$ cat src/hudPkg.sv
`default_nettype none

package hudPkg;

	// bus widths
	localparam int scoreWidth = 17;
	localparam int addrWidth = 18;
	localparam int coordWidth = 10;

	// five decimal places cover the display range
	localparam int numDigits = 5;

	// glyph geometry in pixels
	localparam int numWidth = 18;
	localparam int numHeight = 21;
	localparam int hiWidth = 38;

	// overlay placement on screen
	localparam int scoreRowY = 20;
	localparam int hiLocX = 340;
	localparam int digitLocX0 = 380;
	localparam int digitPitch = 20;

	// sprite memory layout
	// digits 0 to 9 sit back to back, one glyph per stride
	localparam logic [addrWidth-1:0] numBase0 = 18'd168215;
	localparam logic [addrWidth-1:0] numStride = addrWidth'(numWidth * numHeight);
	localparam logic [addrWidth-1:0] hiBase = 18'd84217;

	// high score sampling
	localparam int frameDivide = 10;
	localparam logic [scoreWidth-1:0] scoreLimit = 17'd100000;

	// glyph under the current pixel
	// digit positions run most significant first
	typedef enum logic [2:0]
	{
		glyphNone = 3'b000,
		glyphDigit1 = 3'b001,
		glyphDigit2 = 3'b010,
		glyphDigit3 = 3'b011,
		glyphDigit4 = 3'b100,
		glyphDigit5 = 3'b101,
		glyphHi = 3'b110
	} glyphSel;

endpackage

`default_nettype wire

$ cat src/glyphIf.sv
`default_nettype none

interface glyphIf import hudPkg::*; ();

	// which glyph the pixel falls in
	glyphSel sel;

	// pixel offset from the glyph's top left corner
	logic [coordWidth-1:0] distX;
	logic [4:0] distY;

	// row length of the selected glyph in sprite memory
	logic [5:0] glyphW;

	// locator side drives the decode
	modport locator
	(
		output sel,
		output distX,
		output distY,
		output glyphW
	);

	// address side only reads
	modport reader
	(
		input sel,
		input distX,
		input distY,
		input glyphW
	);

endinterface

`default_nettype wire

$ cat src/hiScoreControl.sv
`default_nettype none

module hiScoreControl import hudPkg::*;
(
	input  logic frame_Clk,
	input  logic Reset,
	input  logic [scoreWidth-1:0] score,
	output logic [scoreWidth-1:0] hiScore
);

	// frame position within the sample period from 1 to frameDivide
	logic [3:0] frameCount;
	logic sampleNow;

	assign sampleNow = (frameCount == 4'(frameDivide));

	always_ff @(posedge frame_Clk or posedge Reset)
	begin
		if (Reset)
			frameCount <= 4'd1;
		else if (sampleNow)
			frameCount <= 4'd1;
		else
			frameCount <= frameCount + 4'd1;
	end

	// sample, compare and clear once per period
	always_ff @(posedge frame_Clk or posedge Reset)
	begin
		if (Reset)
			hiScore <= '0;
		else if (sampleNow)
		begin
			// start over from zero at the limit
			if (hiScore == scoreLimit)
				hiScore <= '0;
			else if (score > hiScore)
				hiScore <= score;
		end
	end

	frameCountRange: assert property
	(
		@(posedge frame_Clk) disable iff (Reset)
		(frameCount >= 4'd1) && (frameCount <= 4'(frameDivide))
	)
	else
		$error("frame counter outside 1 to %0d", frameDivide);

endmodule

`default_nettype wire

$ cat src/digitConverter.sv
`default_nettype none

module digitConverter import hudPkg::*;
(
	input  logic frame_Clk,
	input  logic Reset,
	input  logic [scoreWidth-1:0] hiScore,
	output logic [3:0] digits [numDigits]
);

	logic [3:0] digitNext [numDigits];

	// decimal split with index 0 as the ten-thousands place
	// a held value at the limit wraps and shows as 00000
	always_comb
	begin
		digitNext[0] = 4'((hiScore / 10000) % 10);
		digitNext[1] = 4'((hiScore / 1000) % 10);
		digitNext[2] = 4'((hiScore / 100) % 10);
		digitNext[3] = 4'((hiScore / 10) % 10);
		digitNext[4] = 4'(hiScore % 10);
	end

	// one edge behind the held score
	always_ff @(posedge frame_Clk or posedge Reset)
	begin
		if (Reset)
		begin
			for (int i = 0; i < numDigits; i++)
				digits[i] <= 4'd0;
		end
		else
		begin
			for (int i = 0; i < numDigits; i++)
				digits[i] <= digitNext[i];
		end
	end

	// every place must index a real digit glyph
	generate
		for (genvar g = 0; g < numDigits; g++)
		begin : gDigitCheck
			digitRange: assert property
			(
				@(posedge frame_Clk) disable iff (Reset)
				digits[g] <= 4'd9
			)
			else
				$error("digit %0d out of range: %0d", g, digits[g]);
		end
	endgenerate

endmodule

`default_nettype wire

$ cat src/glyphLocator.sv
`default_nettype none

module glyphLocator import hudPkg::*;
(
	input  logic [coordWidth-1:0] writeX,
	input  logic [coordWidth-1:0] writeY,
	glyphIf.locator glyph
);

	logic inRow;
	logic [coordWidth-1:0] rowTop;

	assign rowTop = coordWidth'(scoreRowY);

	// all glyphs share one row band
	assign inRow = (writeY >= rowTop) && (writeY < rowTop + coordWidth'(numHeight));

	always_comb
	begin
		logic found;
		logic [coordWidth-1:0] left;

		found = 1'b0;
		left = '0;
		glyph.sel = glyphNone;
		glyph.distX = '0;
		glyph.distY = '0;
		glyph.glyphW = '0;

		if (inRow)
		begin
			// digit columns first, leftmost hit wins
			for (int i = 0; i < numDigits; i++)
			begin
				left = coordWidth'(digitLocX0 + i * digitPitch);
				if (!found && (writeX >= left) && (writeX < left + coordWidth'(numWidth)))
				begin
					found = 1'b1;
					glyph.sel = glyphSel'(i + 1);
					glyph.distX = writeX - left;
					glyph.glyphW = 6'(numWidth);
				end
			end

			// then the label
			left = coordWidth'(hiLocX);
			if (!found && (writeX >= left) && (writeX < left + coordWidth'(hiWidth)))
			begin
				found = 1'b1;
				glyph.sel = glyphHi;
				glyph.distX = writeX - left;
				glyph.glyphW = 6'(hiWidth);
			end

			// row offset only counts inside a glyph
			if (found)
				glyph.distY = 5'(writeY - rowTop);
		end
	end

endmodule

`default_nettype wire

$ cat src/spriteAddressGen.sv
`default_nettype none

module spriteAddressGen import hudPkg::*;
(
	glyphIf.reader glyph,
	input  logic [3:0] digits [numDigits],
	output logic [addrWidth-1:0] address
);

	logic [3:0] digitVal;
	logic [addrWidth-1:0] base;
	logic [addrWidth-1:0] offset;

	// pick the digit shown at this position
	always_comb
	begin
		case (glyph.sel)
			glyphDigit1: digitVal = digits[0];
			glyphDigit2: digitVal = digits[1];
			glyphDigit3: digitVal = digits[2];
			glyphDigit4: digitVal = digits[3];
			glyphDigit5: digitVal = digits[4];
			default: digitVal = 4'd0;
		endcase
	end

	// start of the glyph in sprite memory
	always_comb
	begin
		case (glyph.sel)
			glyphDigit1, glyphDigit2, glyphDigit3, glyphDigit4, glyphDigit5:
				base = numBase0 + addrWidth'(digitVal) * numStride;
			glyphHi:
				base = hiBase;
			default:
				base = '0;
		endcase
	end

	// row major within the glyph
	assign offset = addrWidth'(glyph.distY) * addrWidth'(glyph.glyphW)
		+ addrWidth'(glyph.distX);

	assign address = base + offset;

	// locator must keep the column inside the glyph it reports
	always_comb
	begin
		if (glyph.sel != glyphNone)
		begin
			columnInGlyph: assert final (glyph.distX < coordWidth'(glyph.glyphW))
			else
				$error("distX %0d not below glyph width %0d", glyph.distX, glyph.glyphW);
		end
	end

endmodule

`default_nettype wire

$ cat src/hudOverlay.sv
`default_nettype none

module hudOverlay import hudPkg::*;
(
	input  logic frame_Clk,
	input  logic Reset,
	input  logic [scoreWidth-1:0] score,
	input  logic [coordWidth-1:0] writeX,
	input  logic [coordWidth-1:0] writeY,
	output glyphSel hudOn,
	output logic [addrWidth-1:0] address
);

	logic [scoreWidth-1:0] hiScore;
	logic [3:0] digits [numDigits];

	// decoded glyph and offsets for the current pixel
	glyphIf glyph ();

	hiScoreControl hiScoreCtrl
	(
		.frame_Clk (frame_Clk),
		.Reset     (Reset),
		.score     (score),
		.hiScore   (hiScore)
	);

	digitConverter digitConv
	(
		.frame_Clk (frame_Clk),
		.Reset     (Reset),
		.hiScore   (hiScore),
		.digits    (digits)
	);

	// pixel path, no clock involved
	glyphLocator locator
	(
		.writeX (writeX),
		.writeY (writeY),
		.glyph  (glyph.locator)
	);

	spriteAddressGen addrGen
	(
		.glyph   (glyph.reader),
		.digits  (digits),
		.address (address)
	);

	assign hudOn = glyph.sel;

endmodule

`default_nettype wire

$ cat config.mk
export PLATFORM = sky130hd
export DESIGN_NAME = hudOverlay
export DESIGN_NICKNAME = d
export VERILOG_FILES = /design/src/hudPkg.sv /design/src/glyphIf.sv /design/src/hiScoreControl.sv /design/src/digitConverter.sv /design/src/glyphLocator.sv /design/src/spriteAddressGen.sv /design/src/hudOverlay.sv
export SDC_FILE = /design/constraint.sdc
export NUM_CORES = 1
export LEC_CHECK = 0
export ABC_AREA = 1
export BUFFER_PORTS_ARGS = -buffer_cell sky130_fd_sc_hd__buf_2
export CAP_MARGIN = 10
export CORE_MARGIN = 1.5
export CORE_UTILIZATION = 50
export DETAILED_ROUTE_END_ITERATION = 12
export HOLD_SLACK_MARGIN = 0.12
export PLACE_DENSITY = 0.64
export SLEW_MARGIN = 20
export SYNTH_ARGS = -nofsm -noshare
export SYNTH_HDL_FRONTEND = slang
export SYNTH_SLANG_ARGS = --single-unit
$ cat constraint.sdc
create_clock -name frame_Clk -period 11.4 [get_ports frame_Clk]
set_input_delay 1.71 -clock frame_Clk [delete_from_list [all_inputs] [get_ports frame_Clk]]
set_output_delay 1.71 -clock frame_Clk [all_outputs]
set_load 0.03 [all_outputs]
==> results by group <==
Run status
  – Status: complete, no violations

Clock network
  – Htree depth: 2
  – CTS tree: built
  – Reg clk slew, reported paths: roughly 60 ps
  – Clk sinks: 41
  – Num CTS Buffers: 5
  – Clock root buffer: clkbuf_16
  – Clock latency on the worst-skew pair: roughly 290 ps
  – Clock buffer depth: 2
  – Post-CTS Setup Inserts: 0

Route
  – Via density: just over 5
  – Remaining antenna violation count: 0
  – WL/cell: ~12 um
  – First-pass DRT Iterations: 5
  – Drt initial violations: between 400 and 500
  – Drt drc: 0
  – Total wire length: around 27,000 um
  – Via count: roughly 11,000

Floorplanning
  – Die Y: approximately 150 um
  – Initial Util: 0.5144
  – I/O pins: 60
  – Core Area: between 20,000 and 25,000 um2
  – Die area: 23,570 um2
  – Die X-Extent: between 150 and 200 um
  – Row count: 54

Synthesis
  – Post-synthesis sequential area ratio: 0.09067
  – Synth warn: 0
  – Avg Cell Area, Syn: 5.988 um2
  – FFs w/ async S/R, synth: 1.000
  – Register bit count reported by yosys: 41
  – Synth top area cells: nand2_1, ha_1, dfrtp_1
  – Net count after synthesis: 2,042
  – Synth Flop Type: dfrtp_1
  – Cell taking the most area after synthesis: nand2_1
  – Share of the synthesized area in the top cell type: 0.1541
  – Count of cell types in the netlist: 68
  – Post-Syn Area: between 10,000 and 15,000 um2
  – Most frequent cell after synthesis: nand2_1
  – Synthesized instance count: ~1,900
  – EDFF count, synth: 0
  – Commonest cells post-synth: nand2_1, inv_1, nand3_1, nor2_1, ha_1

Hold path
  – Hold depth: 0
  – Hold crit path type: reg2reg

Global route
  – First-pass GRT wire length: 47,030 um
  – Pin count of the biggest net entering global routing: 42
  – Initial antenna violation count: 0
  – GR Util All Layers: 0.2322
  – Vias in the first global route: between 10,000 and 15,000
  – GRT overflow: 0

Worst setup path
  – Maximum fanout along the worst path: 9
  – Critical path data required time: roughly 9700 ps
  – Cells on worst reg2reg path: a little over 50
  – Critical Path End Type: primary output
  – Family with the most delay on the worst path: simple AND/OR/NAND/NOR gates
  – Crit Path Class: in2out
  – Buf/Inv on CP: 12
  – Max stage delay on crit path: 530 ps
  – Cell at the slowest stage of the critical path: or4_1
  – Cell mode on critical path: inv_1
  – Critical Path Start Type: input port
  – Worst path depth: 40
  – Arrival time at the worst endpoint: between 8000 and 9000 ps

STA
  – Final number of setup-violating endpoints: 0
  – Final Cycle Share: 0.9282
  – Tmin final: 10,580 ps
  – Worst-Margin Slew: 953.4 ps
  – Setup TNS: 0 ps
  – Max-slew violations: 0
  – Fmax: approximately 95 MHz
  – Max-slew headroom: 0.3621
  – RSZ-0062 raised after global routing: false
  – Hold WS: roughly 500 ps
  – Setup Skew: 7.597 ps
  – Final Hold Fails: 0

Power
  – Sw Pwr: 554.5 uW
  – VDD IR max: 0.1048 mV
  – LEAKAGE: around 0.0069 uW
  – Power Density: approximately 90 nW/um2
  – Switch share: 0.5206
  – Total internal power: 510.6 uW
  – Clock power frac: 0.156
  – Seq pwr share: 0.146
  – Comb pwr share: 0.697

Cells and area
  – N_diodes: 0
  – Filler cell count: around 2,300
  – Final core utilization: 0.5462
  – Area grow syn2layout: 6.195%
  – Nets@finish: roughly 2,100
  – Final Cell Area: roughly 12,000 um2
  – Fraction of layout cells with a size suffix above 1: 0.1467
  – Post-Layout Cell Count: ~2,200

Job
  – Max-cap check violation count: 0

Placed design
  – Detailed placer's ending HPWL: 22,750 um
  – DP Cell Count: around 2,200
  – Placed Area: between 10,000 and 15,000 um2
  – I/O Buffers: just under 60
  – Final GP Congestion: 0.9487
[cell usage in the layout (no fill, tap or decap), drive strengths merged, types with 3 or more instances in the layout]
cell type  netlist  routed
clkbuf          11       5
dfrtp           40      40
a22oi            4       4
a211oi           4       4
a21o             6       6
or2              6       6
nand3b           9       9
o21a             7       7
nor3            19      19
nor2           194     194
nor3b            4       4
and2             5       5
nand4           51      51
nand2          544     544
o21ai          101     101
xnor2           28      28
a31oi            3       3
inv            319     319
xor2            67      67
a21oi           87      87
ha              93      93
buf             18      65
fa              18      18
o211ai           9       9
nand3          194     194
o21bai          11      11
clkinv          17      18
[flip-flops by register name, summed over array words and instances (netlist names)]
register                cells
digitConv.digits           20
hiScoreCtrl.frameCount      4
hiScoreCtrl.hiScore        17
[layout make-up]
cell class	count	area, um2	share of cell area
clock inverter	3	43.79	0.003640
multi-input combinational	1486	8872	0.7374
tap	280	350.3	0.02912
timing repair buffer	65	340.3	0.02829
clock buffer	5	125.1	0.01040
inverter	336	1272	0.1058
sequential	41	1027	0.08538
[power by group through the flow]
stage	Combinational, uW	Sequential, uW	Clock, uW
global route	870	156	175
detailed placement	745	159	0
finish	743	156	166
CTS	747	156	169
global placement	741	159	0
floorplan	634	157	0
[metal layers]
layer | share of wire | routed length (um) | global-route usage
met1 | 0.46 | 12310 | 0.2862
met2 | 0.49 | 13120 | 0.4391
met3 | 0.025 | 681 | 0.01071
met4 | 0.023 | 602 | 0.06056
met5 | 0 | 0 | 0
[cell families (layout without fill, tap and decap cells)]
logic type / count (synthesis) / in the layout / share of synthesized area
flops: 41 / 41 / 0.09067
compound gates: 251 / 251 / 0.1343
xor+xnor: 95 / 95 / 0.07543
simple gates: 1029 / 1029 / 0.4374
fa+ha+maj: 111 / 111 / 0.1345
buf+inv: 365 / 409 / 0.1277
[path summary, 6_finish.rpt]
path / slack [ps] / startpoint / to
hold reg to reg: 500 / hiScoreCtrl.hiScore[0]$_DFFE_PP0P_ / digitConv.digits[0]$_DFF_PP0_
min in group asynchronous: 1550 / Reset / hiScoreCtrl.hiScore[4]$_DFFE_PP0P_
hold / removal: 500 / hiScoreCtrl.hiScore[0]$_DFFE_PP0P_ / digitConv.digits[0]$_DFF_PP0_
setup / recovery: 820 / writeX[4] / address[13]
max in group asynchronous: 9480 / Reset / hiScoreCtrl.hiScore[3]$_DFFE_PP0P_
setup reg to reg: 3260 / hiScoreCtrl.hiScore[16]$_DFFE_PP0P_ / digitConv.digits[7]$_DFF_PP0_
[stage by stage]
step,setup WS (ps),power (uW)
after detailed placement,465.2,903.3
after floorplan,818.7,791.6
final,819.0,1065
after global routing,97.18,1202
after CTS,454.3,1071
after global placement,632.8,899.4
[what timing repair did]
item | 4_1_cts | 5_1_grt
setup endpoints to repair | 0 | 5
gates resized for setup | 0 | 4
hold buffers | 0 | 0
(Power assumes the default switching activity.)
